===== config.mk =====
export PLATFORM = sky130hd
export DESIGN_NAME = ex_stage
export DESIGN_NICKNAME = d
export VERILOG_FILES = /design/src/rtl/ex_pkg.sv /design/src/rtl/fu_decode.sv /design/src/rtl/alu.sv /design/src/rtl/branch_unit.sv /design/src/rtl/csr_buffer.sv /design/src/rtl/mult.sv /design/src/rtl/flu_result.sv /design/src/rtl/ex_stage.sv
export SDC_FILE = /design/constraint.sdc
export NUM_CORES = 2
export LEC_CHECK = 0
export BUFFER_PORTS_ARGS = -buffer_cell sky130_fd_sc_hd__clkbuf_2
export CAP_MARGIN = 20
export CORE_MARGIN = 3
export CORE_UTILIZATION = 45
export DETAILED_ROUTE_END_ITERATION = 8
export GPL_TIMING_DRIVEN = 0
export RECOVER_POWER = 100
export SYNTH_ARGS = -nofsm -noshare
export SYNTH_HDL_FRONTEND = slang
export SYNTH_HIERARCHICAL = 1
export SYNTH_SLANG_ARGS = --single-unit

===== constraint.sdc =====
create_clock -name clk_i -period 8.2 [get_ports clk_i]
set_input_delay 0.82 -clock clk_i [delete_from_list [all_inputs] [get_ports clk_i]]
set_output_delay 0.82 -clock clk_i [all_outputs]
set_load 0.1 [all_outputs]

===== src/rtl/ex_pkg.sv =====
// Shared widths, operator codes and types of the execute stage, imported by every unit
`default_nettype none

package ex_pkg;

    // ------------------------------------------------------------------
    // Data path widths
    // ------------------------------------------------------------------
    localparam int unsigned XLEN          = 32;
    localparam int unsigned TRANS_ID_BITS = 3;
    localparam int unsigned SHAMT_BITS    = 5;
    localparam int unsigned CSR_ADDR_BITS = 12;

    typedef logic [XLEN-1:0]          xlen_t;
    typedef logic [TRANS_ID_BITS-1:0] trans_id_t;
    typedef logic [CSR_ADDR_BITS-1:0] csr_addr_t;

    // ------------------------------------------------------------------
    // Operator encoding on the issue port
    // ------------------------------------------------------------------
    typedef logic [3:0] op_t;

    // ALU operations
    localparam op_t OP_ADD   = 4'd0;
    localparam op_t OP_SUB   = 4'd1;
    localparam op_t OP_AND   = 4'd2;
    localparam op_t OP_OR    = 4'd3;
    localparam op_t OP_XOR   = 4'd4;
    localparam op_t OP_SLL   = 4'd5;
    localparam op_t OP_SRL   = 4'd6;
    localparam op_t OP_SLT   = 4'd7;

    // Branches and jumps, compare done in the ALU
    localparam op_t OP_BEQ   = 4'd8;
    localparam op_t OP_BNE   = 4'd9;
    localparam op_t OP_BLT   = 4'd10;
    localparam op_t OP_JALR  = 4'd11;

    // Multiplier
    localparam op_t OP_MUL   = 4'd12;
    localparam op_t OP_MULH  = 4'd13;

    // CSR access, value refetched at commit
    localparam op_t OP_CSRRW = 4'd14;

endpackage

`default_nettype wire


===== src/rtl/fu_decode.sv =====
// Operand silencing and operator decode in front of the fixed-latency units
`timescale 1ns/10ps
`default_nettype none

module fu_decode (
    input  ex_pkg::op_t       fu_op_i,
    input  ex_pkg::xlen_t     operand_a_i,
    input  ex_pkg::xlen_t     operand_b_i,
    input  ex_pkg::xlen_t     imm_i,
    input  logic              alu_valid_i,
    input  logic              branch_valid_i,
    input  logic              mult_valid_i,
    input  logic              csr_valid_i,
    output ex_pkg::xlen_t     alu_a_o,
    output ex_pkg::xlen_t     alu_b_o,
    output ex_pkg::xlen_t     mult_a_o,
    output ex_pkg::xlen_t     mult_b_o,
    output logic              mult_high_o,
    output ex_pkg::xlen_t     csr_wdata_o,
    output ex_pkg::csr_addr_t csr_addr_o
);
    import ex_pkg::*;

    logic alu_sel;

    // Branches borrow the ALU for their compare
    assign alu_sel = alu_valid_i | branch_valid_i;

    assign alu_a_o = alu_sel ? operand_a_i : '0;
    assign alu_b_o = alu_sel ? operand_b_i : '0;

    // Multiplier inputs stay quiet unless a multiply issues
    assign mult_a_o    = mult_valid_i ? operand_a_i : '0;
    assign mult_b_o    = mult_valid_i ? operand_b_i : '0;
    assign mult_high_o = mult_valid_i && (fu_op_i == OP_MULH);

    // CSR address sits in the low immediate bits
    assign csr_wdata_o = csr_valid_i ? operand_a_i : '0;
    assign csr_addr_o  = csr_valid_i ? imm_i[CSR_ADDR_BITS-1:0] : '0;

endmodule

`default_nettype wire


===== src/rtl/alu.sv =====
// Single-cycle ALU of the execute stage, also producing the branch compare result
`timescale 1ns/10ps
`default_nettype none

module alu (
    input  ex_pkg::op_t   fu_op_i,
    input  ex_pkg::xlen_t a_i,
    input  ex_pkg::xlen_t b_i,
    output ex_pkg::xlen_t result_o,
    output logic          branch_cond_o
);
    import ex_pkg::*;

    logic [SHAMT_BITS-1:0] shamt;
    logic                  less_signed;
    logic                  equal;

    assign shamt       = b_i[SHAMT_BITS-1:0];
    assign less_signed = $signed(a_i) < $signed(b_i);
    assign equal       = (a_i == b_i);

    // ------------------------------------------------------------------
    // Arithmetic, logic and shifts
    // ------------------------------------------------------------------
    always_comb begin
        result_o = '0;
        unique case (fu_op_i)
            OP_ADD:  result_o = a_i + b_i;
            OP_SUB:  result_o = a_i - b_i;
            OP_AND:  result_o = a_i & b_i;
            OP_OR:   result_o = a_i | b_i;
            OP_XOR:  result_o = a_i ^ b_i;
            OP_SLL:  result_o = a_i << shamt;
            OP_SRL:  result_o = a_i >> shamt;
            OP_SLT:  result_o = {{(XLEN-1){1'b0}}, less_signed};
            default: result_o = '0;
        endcase
    end

    // ------------------------------------------------------------------
    // Branch condition
    // ------------------------------------------------------------------
    always_comb begin
        branch_cond_o = 1'b0;
        unique case (fu_op_i)
            OP_BEQ:  branch_cond_o = equal;
            OP_BNE:  branch_cond_o = ~equal;
            OP_BLT:  branch_cond_o = less_signed;
            // Jumps are always taken
            OP_JALR: branch_cond_o = 1'b1;
            default: branch_cond_o = 1'b0;
        endcase
    end

endmodule

`default_nettype wire


===== src/rtl/branch_unit.sv =====
// Branch and JALR resolution against the front-end prediction, same cycle as issue
`timescale 1ns/10ps
`default_nettype none

module branch_unit #(
    parameter bit RVC = 1'b1
) (
    input  logic          branch_valid_i,
    input  ex_pkg::op_t   fu_op_i,
    input  ex_pkg::xlen_t operand_a_i,
    input  ex_pkg::xlen_t imm_i,
    input  ex_pkg::xlen_t pc_i,
    input  logic          is_compressed_i,
    input  logic          branch_cond_i,
    input  logic          predict_taken_i,
    input  ex_pkg::xlen_t predict_target_i,
    output ex_pkg::xlen_t link_o,
    output logic          resolve_o,
    output logic          taken_o,
    output ex_pkg::xlen_t target_o,
    output logic          mispredict_o,
    output logic          exception_o,
    output ex_pkg::xlen_t tval_o
);
    import ex_pkg::*;

    xlen_t jump_base;
    xlen_t jump_sum;
    xlen_t jump_target;
    logic  is_jalr;

    assign is_jalr = (fu_op_i == OP_JALR);

    // JALR is register relative, conditional branches are PC relative
    assign jump_base   = is_jalr ? operand_a_i : pc_i;
    assign jump_sum    = jump_base + imm_i;
    assign jump_target = is_jalr ? {jump_sum[XLEN-1:1], 1'b0} : jump_sum;

    // Fall-through doubles as the link address
    assign link_o = pc_i + (is_compressed_i ? xlen_t'(2) : xlen_t'(4));

    assign resolve_o = branch_valid_i;
    assign taken_o   = branch_valid_i & branch_cond_i;
    assign target_o  = taken_o ? jump_target : link_o;

    // Wrong direction, or right direction with a stale target
    assign mispredict_o = branch_valid_i &
                          ((predict_taken_i != taken_o) ||
                           (taken_o && (predict_target_i != jump_target)));

    // Without compressed support targets must be word aligned
    assign exception_o = branch_valid_i && taken_o && !RVC && jump_target[1];
    assign tval_o      = jump_target;

endmodule

`default_nettype wire


===== src/rtl/csr_buffer.sv =====
// One-deep CSR address buffer that stalls issue until the CSR access commits
`timescale 1ns/10ps
`default_nettype none

module csr_buffer (
    input  logic              clk_i,
    input  logic              rst_ni,
    input  logic              flush_i,
    input  logic              csr_valid_i,
    input  logic              csr_commit_i,
    input  ex_pkg::csr_addr_t addr_i,
    input  ex_pkg::xlen_t     wdata_i,
    output logic              ready_o,
    output ex_pkg::xlen_t     result_o,
    output ex_pkg::csr_addr_t csr_addr_o
);
    import ex_pkg::*;

    typedef enum logic {
        CSR_EMPTY,
        CSR_FULL
    } csr_state_e;

    csr_state_e state_q;
    csr_addr_t  addr_q;

    always_ff @(posedge clk_i or negedge rst_ni) begin
        if (!rst_ni) begin
            state_q <= CSR_EMPTY;
            addr_q  <= '0;
        end else if (flush_i) begin
            state_q <= CSR_EMPTY;
        end else begin
            unique case (state_q)
                CSR_EMPTY: begin
                    if (csr_valid_i) begin
                        state_q <= CSR_FULL;
                        addr_q  <= addr_i;
                    end
                end
                // Wait for the instruction to retire
                CSR_FULL: if (csr_commit_i) state_q <= CSR_EMPTY;
                default:  state_q <= CSR_EMPTY;
            endcase
        end
    end

    assign ready_o    = (state_q == CSR_EMPTY);
    assign csr_addr_o = addr_q;
    // Write-back carries rs1, the CSR file does the real access at commit
    assign result_o   = wdata_i;

endmodule

`default_nettype wire


===== src/rtl/mult.sv =====
// Signed 32-bit multiplier with a single register stage and its own transaction ID
`timescale 1ns/10ps
`default_nettype none

module mult (
    input  logic              clk_i,
    input  logic              rst_ni,
    input  logic              flush_i,
    input  logic              valid_i,
    input  ex_pkg::xlen_t     a_i,
    input  ex_pkg::xlen_t     b_i,
    input  logic              high_i,
    input  ex_pkg::trans_id_t trans_id_i,
    output logic              valid_o,
    output ex_pkg::xlen_t     result_o,
    output ex_pkg::trans_id_t trans_id_o
);
    import ex_pkg::*;

    logic signed [2*XLEN-1:0] product;
    logic                     valid_q;

    // Operands sign extended to the full product width
    assign product = $signed({{XLEN{a_i[XLEN-1]}}, a_i}) *
                     $signed({{XLEN{b_i[XLEN-1]}}, b_i});

    always_ff @(posedge clk_i or negedge rst_ni) begin
        if (!rst_ni) begin
            valid_q <= 1'b0;
        end else begin
            valid_q <= valid_i & ~flush_i;
        end
    end

    // Result and ID only move when a multiply issues
    always_ff @(posedge clk_i) begin
        if (valid_i) begin
            result_o   <= high_i ? product[2*XLEN-1:XLEN] : product[XLEN-1:0];
            trans_id_o <= trans_id_i;
        end
    end

    // A flush in the write-back cycle still kills the product
    assign valid_o = valid_q & ~flush_i;

endmodule

`default_nettype wire


===== src/rtl/flu_result.sv =====
// Merges the fixed-latency unit results onto the single write-back port
`timescale 1ns/10ps
`default_nettype none

module flu_result (
    input  logic              alu_valid_i,
    input  logic              branch_valid_i,
    input  logic              csr_valid_i,
    input  logic              csr_ready_i,
    input  ex_pkg::xlen_t     alu_result_i,
    input  ex_pkg::xlen_t     link_i,
    input  ex_pkg::xlen_t     csr_result_i,
    input  logic              mult_valid_i,
    input  ex_pkg::xlen_t     mult_result_i,
    input  ex_pkg::trans_id_t mult_trans_id_i,
    input  ex_pkg::trans_id_t trans_id_i,
    output ex_pkg::xlen_t     flu_result_o,
    output ex_pkg::trans_id_t flu_trans_id_o,
    output logic              flu_valid_o,
    output logic              flu_ready_o
);

    always_comb begin
        // Branch link when nothing else claims the port
        flu_result_o   = link_i;
        flu_trans_id_o = trans_id_i;
        if (alu_valid_i) begin
            flu_result_o = alu_result_i;
        end else if (csr_valid_i) begin
            flu_result_o = csr_result_i;
        end else if (mult_valid_i) begin
            flu_result_o   = mult_result_i;
            flu_trans_id_o = mult_trans_id_i;
        end
    end

    assign flu_valid_o = alu_valid_i | branch_valid_i | csr_valid_i | mult_valid_i;
    // Only the CSR buffer can stall issue
    assign flu_ready_o = csr_ready_i;

endmodule

`default_nettype wire


===== src/rtl/ex_stage.sv =====
// Top level of the fixed-latency execute stage: decode, ALU, branch, CSR, multiplier, write-back
`timescale 1ns/10ps
`default_nettype none

module ex_stage #(
    parameter bit RVC = 1'b1
) (
    input  logic              clk_i,
    input  logic              rst_ni,
    input  logic              flush_i,
    // Issue port
    input  ex_pkg::op_t       fu_op_i,
    input  ex_pkg::xlen_t     operand_a_i,
    input  ex_pkg::xlen_t     operand_b_i,
    input  ex_pkg::xlen_t     imm_i,
    input  ex_pkg::xlen_t     pc_i,
    input  logic              is_compressed_i,
    input  ex_pkg::trans_id_t trans_id_i,
    input  logic              predict_taken_i,
    input  ex_pkg::xlen_t     predict_target_i,
    input  logic              alu_valid_i,
    input  logic              branch_valid_i,
    input  logic              csr_valid_i,
    input  logic              mult_valid_i,
    input  logic              csr_commit_i,
    // Write-back port
    output ex_pkg::xlen_t     flu_result_o,
    output ex_pkg::trans_id_t flu_trans_id_o,
    output logic              flu_valid_o,
    output logic              flu_ready_o,
    output logic              flu_exception_o,
    output ex_pkg::xlen_t     flu_tval_o,
    // Branch resolution
    output logic              resolve_branch_o,
    output logic              resolved_taken_o,
    output ex_pkg::xlen_t     resolved_target_o,
    output logic              mispredict_o,
    // CSR address towards the CSR file
    output ex_pkg::csr_addr_t csr_addr_o
);
    import ex_pkg::*;

    xlen_t     alu_a, alu_b, alu_result;
    xlen_t     mult_a, mult_b, mult_result;
    xlen_t     csr_wdata, csr_result, link;
    csr_addr_t csr_addr_dec;
    trans_id_t mult_trans_id;
    logic      mult_high, mult_valid;
    logic      branch_cond, csr_ready;

    // ------------------------------------------------------------------
    // Decode and operand silencing
    // ------------------------------------------------------------------
    fu_decode i_fu_decode (
        .fu_op_i        ( fu_op_i        ),
        .operand_a_i    ( operand_a_i    ),
        .operand_b_i    ( operand_b_i    ),
        .imm_i          ( imm_i          ),
        .alu_valid_i    ( alu_valid_i    ),
        .branch_valid_i ( branch_valid_i ),
        .mult_valid_i   ( mult_valid_i   ),
        .csr_valid_i    ( csr_valid_i    ),
        .alu_a_o        ( alu_a          ),
        .alu_b_o        ( alu_b          ),
        .mult_a_o       ( mult_a         ),
        .mult_b_o       ( mult_b         ),
        .mult_high_o    ( mult_high      ),
        .csr_wdata_o    ( csr_wdata      ),
        .csr_addr_o     ( csr_addr_dec   )
    );

    // ------------------------------------------------------------------
    // Units
    // ------------------------------------------------------------------
    alu i_alu (
        .fu_op_i       ( fu_op_i     ),
        .a_i           ( alu_a       ),
        .b_i           ( alu_b       ),
        .result_o      ( alu_result  ),
        .branch_cond_o ( branch_cond )
    );

    // Operands not silenced here, the target adder is timing critical
    branch_unit #(
        .RVC ( RVC )
    ) i_branch_unit (
        .branch_valid_i   ( branch_valid_i    ),
        .fu_op_i          ( fu_op_i           ),
        .operand_a_i      ( operand_a_i       ),
        .imm_i            ( imm_i             ),
        .pc_i             ( pc_i              ),
        .is_compressed_i  ( is_compressed_i   ),
        .branch_cond_i    ( branch_cond       ),
        .predict_taken_i  ( predict_taken_i   ),
        .predict_target_i ( predict_target_i  ),
        .link_o           ( link              ),
        .resolve_o        ( resolve_branch_o  ),
        .taken_o          ( resolved_taken_o  ),
        .target_o         ( resolved_target_o ),
        .mispredict_o     ( mispredict_o      ),
        .exception_o      ( flu_exception_o   ),
        .tval_o           ( flu_tval_o        )
    );

    csr_buffer i_csr_buffer (
        .clk_i        ( clk_i        ),
        .rst_ni       ( rst_ni       ),
        .flush_i      ( flush_i      ),
        .csr_valid_i  ( csr_valid_i  ),
        .csr_commit_i ( csr_commit_i ),
        .addr_i       ( csr_addr_dec ),
        .wdata_i      ( csr_wdata    ),
        .ready_o      ( csr_ready    ),
        .result_o     ( csr_result   ),
        .csr_addr_o   ( csr_addr_o   )
    );

    mult i_mult (
        .clk_i      ( clk_i         ),
        .rst_ni     ( rst_ni        ),
        .flush_i    ( flush_i       ),
        .valid_i    ( mult_valid_i  ),
        .a_i        ( mult_a        ),
        .b_i        ( mult_b        ),
        .high_i     ( mult_high     ),
        .trans_id_i ( trans_id_i    ),
        .valid_o    ( mult_valid    ),
        .result_o   ( mult_result   ),
        .trans_id_o ( mult_trans_id )
    );

    // ------------------------------------------------------------------
    // Write-back
    // ------------------------------------------------------------------
    flu_result i_flu_result (
        .alu_valid_i     ( alu_valid_i    ),
        .branch_valid_i  ( branch_valid_i ),
        .csr_valid_i     ( csr_valid_i    ),
        .csr_ready_i     ( csr_ready      ),
        .alu_result_i    ( alu_result     ),
        .link_i          ( link           ),
        .csr_result_i    ( csr_result     ),
        .mult_valid_i    ( mult_valid     ),
        .mult_result_i   ( mult_result    ),
        .mult_trans_id_i ( mult_trans_id  ),
        .trans_id_i      ( trans_id_i     ),
        .flu_result_o    ( flu_result_o   ),
        .flu_trans_id_o  ( flu_trans_id_o ),
        .flu_valid_o     ( flu_valid_o    ),
        .flu_ready_o     ( flu_ready_o    )
    );

endmodule

`default_nettype wire


# --- Word-level counts from Yosys, hierarchy flattened ---
# Index checks and enable logic that the tools add are counted.
op_classes:
  n_shift: 2
  n_mux: 21
  n_eq_ne: 15
  add_sub_neg: 4
  order_cmp: 1
  multipliers: 1
  n_reduce_logical: 5
  n_bitwise: 13
op_table:
  columns: ["op", "count"]
  rows:
  - ["$mux W32", 10]
  - ["$pmux W32 S8", 1]
  - ["$add A32 B32 Y32", 3]
  - ["$mul A32 B32 Y64", 1]
  - ["$and A32 B32 Y32", 1]
  - ["$eq A32 B32 Y1", 1]
  - ["$lt A32 B32 Y1", 1]
  - ["$ne A32 B32 Y1", 1]
  - ["$or A32 B32 Y32", 1]
  - ["$shl A32 B5 Y32", 1]
  - ["$shr A32 B5 Y32", 1]
  - ["$sub A32 B32 Y32", 1]
  - ["$xor A32 B32 Y32", 1]
  - ["$eq A4 B4 Y1 const B", 5]
  - ["$eq A4 B3 Y1 const B", 4]
  - ["$mux W3", 4]
  - ["$eq A4 B2 Y1 const B", 2]
  - ["$and A1 B1 Y1", 4]
  - ["$eq A4 B1 Y1 const B", 1]
  - ["$logic_not A4 Y1", 1]
  - ["$mux W1", 4]
  - ["$pmux W1 S4", 1]
  - ["$not A1 Y1", 3]
  - ["$or A1 B1 Y1", 3]
  - ["5 further kinds", 6]
word_totals:
  register_bits: 49
  out_inout_bits: 117
  input_bits: 177
  elab_cells: 67

# --- Logic depth before layout (Yosys ltp) ---
logic_depth:
  depth_word: 9
  mapped_depth: 31
  depth_no_buf: 27

# --- Hierarchy ---
# Netlist, hierarchy kept.
by_module_without_submodules:
  columns: ["mod", "n_inst", "cells_each", "area_each_um2", "seq_area_each_um2"]
  rows:
  - ["mult", 1, 4056, 38161.6, 1076.0]
  - ["alu", 1, 1221, 8326.7, 0.0]
  - ["branch_unit", 1, 567, 3962.6, 0.0]
  - ["flu_result", 1, 153, 1251.2, 0.0]
  - ["fu_decode", 1, 193, 1181.1, 0.0]
  - ["csr_buffer", 1, 63, 747.0, 325.3]

# --- Worst setup path after synthesis ---
# OpenSTA, ideal clock, no wires.
synth_timing:
  path_kind: "input to register"
  start: "input mult_valid_i"
  end: "register i_mult.result_o[27], data pin"
  arrival_ns: 8.466
  setup_ns: 0.259
  path_stages: 28
  required_ns: 7.941
  n_path_buf: 4
  slack_ns: -0.525
  cell_sequence: "clkbuf_2 -> clkbuf_2 -> and2_1 -> clkbuf_1 -> nand2_1 -> inv_1 -> fa_1 -> fa_1 -> fa_1 -> fa_1 -> inv_1 -> fa_1 -> inv_1 -> fa_1 -> inv_1 -> fa_1 -> inv_1 -> fa_1 -> ha_1 -> clkbuf_1 -> and3_1 -> nand2_1 -> nor3_1 -> nand4_1 -> a211oi_2 -> nor2_2 -> o2111a_1 -> a211o_1"
synth_via:
  elab_chain_cells: 3
  elab_cells_between_ends: 5
synth_rtl:
  columns: ["element", "line_no", "rtl"]
  rows:
  - ["from (decl)", "ex_stage.sv:24", "input logic mult_valid_i,"]
  - ["$mux W32", "fu_decode.sv:34", "assign mult_b_o = mult_valid_i ? operand_b_i : '0;"]
  - ["net mult_b[2]", "ex_stage.sv:44", "xlen_t mult_a, mult_b, mult_result;"]
  - ["$mul A32 B32 Y64", "mult.sv:24", "assign product = $signed({{XLEN{a_i[XLEN-1]}}, a_i}) *"]
  - ["$mux W32", "mult.sv:38", "result_o <= high_i ? product[2*XLEN-1:XLEN] : product[XLEN-1:0];"]
  - ["to (signal assigned)", "mult.sv:38", null]
  - ["to (decl)", "mult.sv:15", "output ex_pkg::xlen_t result_o,"]
# The timed path passes the listed nets, and every way through them passes these cells.
# A chain may end at the register's enable or synchronous reset.

# --- Final worst setup path ---
layout_timing:
  start: "input mult_valid_i"
  end: "register i_mult.result_o[26], data pin"
layout_via:
  elab_chain_cells: 3
  elab_cells_between_ends: 5
layout_rtl:
  columns: ["element", "line_no", "rtl"]
  rows:
  - ["$mux W32", "fu_decode.sv:33", "assign mult_a_o = mult_valid_i ? operand_a_i : '0;"]
  - ["net mult_a[3]", "ex_stage.sv:44", null]
  - ["$mul A32 B32 Y64", "mult.sv:24", null]
  - ["$mux W32", "mult.sv:38", null]
# The timed path passes the listed nets, and every way through them passes these cells.

==> summary.txt <==
Outcome
  – Outcome: finished with violations
  – Failing checks: max-capacitance violations, max-slew violations, negative setup slack

Clock network
  – Inserted Clock Buffers: 5
  – CTS tree: built
  – Clk sinks: 49
  – CTS Buffer Depth: 2
  – Clock Latency Late Sink: 310 ps
  – Htree depth: 2
  – CTS root buffer: clkbuf_16
  – Clock-pin slew on the worst setup and hold paths: 70 ps

Drt
  – Drt pass-1 iters: 6
  – Final WL: 261.9 mm
  – Initial drt markers: 5,805
  – Via density: 6.057
  – DRC Markers: 0
  – Routed len/inst: 31.57 um
  – Total number of vias: 50,240
  – Antenna-violating nets left: 0

Timing
  – Maximum clock rate: about 110 MHz
  – Slew @ Worst Pin: roughly 1500 ps
  – Fin. Hold Viols: 0
  – Final Setup Violations: 50
  – Final Cycle Share: 106.2%
  – Slew Limit Fails: 18
  – PnR worst setup slack: -509.1 ps
  – Final TNS setup: -11,080 ps
  – Clock Skew: 1.332 ps
  – Slew headroom: -2.258%
  – RSZ-0062 raised after global routing: true
  – Final min period: around 8700 ps

Critical path
  – Worst-path maximum fanout: 10
  – Critical Path End Type: flop
  – Critical path required time: 8210 ps
  – Setup CP Type: input port to flop
  – Critical Path Source: mult_valid_i
  – Critical Path AT: 8720 ps
  – Worst r2r src: i_csr_buffer/state_q
  – CP startpoint kind: input port

GRT
  – Total congestion overflow: 0
  – First-pass GRT wire length: 367.8 mm
  – Vias in the first global route: approximately 50,000
  – GRT Util Overall: 42.12%
  – Initial antenna violation count: 47
  – Largest net degree at the start of global routing: 30

Pwr
  – Worst vdd ir: 1.421 mV
  – Cell Pwr Density: 378.6 nW/um^2
  – Total Power: 23.67 mW
  – Lkg Pwr: 29.53 nW

Floorplanning
  – Io pins: 294
  – Chip height: roughly 350 um
  – Die Area: 123,400 um^2
  – Chip width: 351.2 um
  – Row cnt: 126
  – Initial Utilization: about 45%
  – Core Area: ~120,000 um^2

Placement
  – IO Port Bufs: a little under 300
  – GP Congestion: 1.059
  – HPWL Detailed: about 220 mm
  – Place WS: -3352 ps
  – Placed inst area: 57,360 um^2
  – DP Cell Count: 8,099

Synth
  – Yosys warns: 6
  – Mapped Nets: 7,841
  – Distinct cells, synth: 122
  – Syn_area_per_cell: 8.577 um^2
  – Post-synthesis instance total: 6,253
  – Post-synth EDFFs: 35
  – Flops & latches, synth: 49
  – Cell Area, Synth: 53,630 um^2
  – Share of flip-flops with an asynchronous set or reset: 28.57%
  – Register area share after synthesis: 2.613%
  – Primary FF master, synth: edfxtp_1

Cells and area
  – Register Area: 1401 um^2
  – Share of layout cells above drive strength 1: 19.02%
  – Area added between synthesis and finish: 16.55%
  – Finished Cell Area: roughly 63,000 um^2
  – Footprint of the multi-input gates: between 40,000 and 50,000 um^2
  – Nets: between 8,000 and 9,000
  – Fill cells: between 10,000 and 15,000
  – Final Non-Filler Cells: approximately 8,300

Worst hold path
  – Hold_sp: i_csr_buffer/csr_addr_o[1]
  – Worst Hold Class: flop to flop

Job
  – Max Cap Viol: 1
area by class of cell:
class,instances,share of cell area (%)
multi-input cells,4691,76.58
clock buffers,8,0.2742
flip-flops and latches,49,2.242
well taps,1536,3.075
inverters,1102,6.680
diodes,30,0.1201
repair buffers,487,5.088
plain buffers,392,5.939
stage by stage:
stage	hold slack (ps)	util, %
3_5_place_dp	495.2	48.51
2_1_floorplan	524.4	-
3_3_place_gp	491.8	48.33
6_report	511.4	52.87
4_1_cts	415.6	51.69
5_1_grt	523.5	52.83
layout by cell type, fill, tap and decap left out, types with 52 or more instances in the layout:
cell / netlist / routed
a21oi_1: 229 / 197
and2_1: 626 / 559
and2_4: 0 / 57
buf_4: 55 / 219
clkbuf_1: 279 / 147
clkbuf_2: 8 / 246
clkbuf_8: 8 / 77
fa_1: 1086 / 1024
fa_2: 0 / 62
ha_1: 325 / 295
inv_1: 1101 / 1071
mux2_2: 84 / 77
mux2i_1: 92 / 91
nand2_1: 697 / 669
nor2_1: 296 / 287
nor2b_1: 119 / 93
o21ai_0: 158 / 142
xnor2_1: 108 / 101
xor2_1: 55 / 52
registers in the layout, indices dropped and copies added, names as in the netlist:
name	count
i_mult/result_o	32
i_csr_buffer/csr_addr_o	12
i_mult/trans_id_o	3
i_csr_buffer/state_q	1
i_mult/valid_q	1
where the power goes:
group / leakage (nW) / internal (mW) / switching [mW] / total [mW]
sequential: 0.522 / 0.455 / 0.0384 / 0.494
combinational: 28.9 / 9.13 / 13.8 / 22.9
clock: 0.0859 / 0.144 / 0.0994 / 0.243
total: 29.5 / 9.73 / 13.9 / 23.7
worst max-delay path, stage by stage:
cell and delay, ps:
clkbuf_16 150, buf_12 110, clkbuf_8 160, and2_1 360, buf_4 370, nand2_1 110, fa_1 490, inv_1 60
fa_1 420, fa_1 540, fa_1 470, fa_1 550, fa_1 540, fa_2 660, fa_1 450, ha_1 340
buf_6 140, a211oi_4 270, o211ai_1 150, a221oi_2 310, buf_4 190, a211oi_4 60, o21ai_4 100, nand2_4 100
a221o_2 410, xnor2_2 220, mux2i_2 140
logic make-up (layout without fill, tap and decap cells):
group           after synthesis  in the layout  share of synthesized area [%]
simple gates               2063           2063                          19.56
flops                        49             49                          2.613
xor+xnor                    167            167                          2.830
fa+ha+maj                  1411           1411                          48.12
mux                         213            213                          5.035
compound gates              836            836                          10.37
other cells                   1             31                       0.006992
buf+inv                    1513           1989                          11.46
cells in the mapped netlist (10+ instances only):
cell | count | share of area [%]
buf_1 | 12 | 0.084
and2_1 | 626 | 7.3
mux4_2 | 37 | 1.6
nor2_1 | 296 | 2.1
and3_1 | 26 | 0.30
fa_1 | 1086 | 41
dfrtp_1 | 14 | 0.65
nand2b_1 | 24 | 0.28
buf_2 | 36 | 0.34
nand4_1 | 47 | 0.55
xor2_1 | 55 | 0.90
o31ai_1 | 21 | 0.29
o21a_1 | 12 | 0.17
buf_4 | 55 | 0.77
nor4_1 | 20 | 0.23
a211oi_1 | 56 | 0.78
edfxtp_1 | 35 | 2.0
nand3_1 | 50 | 0.47
a221oi_1 | 30 | 0.49
a21oi_1 | 229 | 2.1
clkbuf_1 | 279 | 2.0
a21o_1 | 48 | 0.67
mux2_2 | 84 | 1.8
a22oi_1 | 15 | 0.21
o22ai_1 | 23 | 0.27
inv_1 | 1101 | 7.7
nor3b_1 | 34 | 0.48
o221ai_1 | 16 | 0.26
o21ai_1 | 16 | 0.15
a211o_1 | 11 | 0.18
nand2_1 | 697 | 4.9
a31oi_1 | 22 | 0.26
or3_1 | 18 | 0.21
ha_1 | 325 | 7.6
a211oi_2 | 10 | 0.23
or2_2 | 14 | 0.16
xnor2_1 | 108 | 1.8
mux2i_1 | 92 | 1.7
nor2b_1 | 119 | 1.4
o21ai_0 | 158 | 1.5
o211ai_1 | 41 | 0.57
nor3_1 | 48 | 0.45
o21bai_1 | 25 | 0.35
final timing paths:
kind / slack [ps] / endpoint / cells past startpoint
max in group asynchronous: 7110 / i_mult/valid_q / 1
max: -510 / i_mult/result_o[26] / 27
max reg2reg: 6370 / i_csr_buffer/csr_addr_o[5] / 3
min: 510 / i_csr_buffer/csr_addr_o[1] / 1
min in group asynchronous: 580 / i_csr_buffer/csr_addr_o[0] / 1
min reg2reg: 510 / i_csr_buffer/csr_addr_o[1] / 1
timing repair:
action                     CTS  global route
gates cloned                 6             3
buffers inserted            89            79
pin swaps                   94           160
setup endpoints to repair   93            33
hold buffers                 0             0
resized for setup          848           268
per-layer routing:
metal,vias up,GRT usage (%),part of all wire (%)
met1,25890,58.76,40
met3,662,10.81,12
met2,3090,61.34,42
met4,20,19.40,5.6
li1,20570,-,-
met5,-,0,0.051
Power figures use the tool's default switching activity.
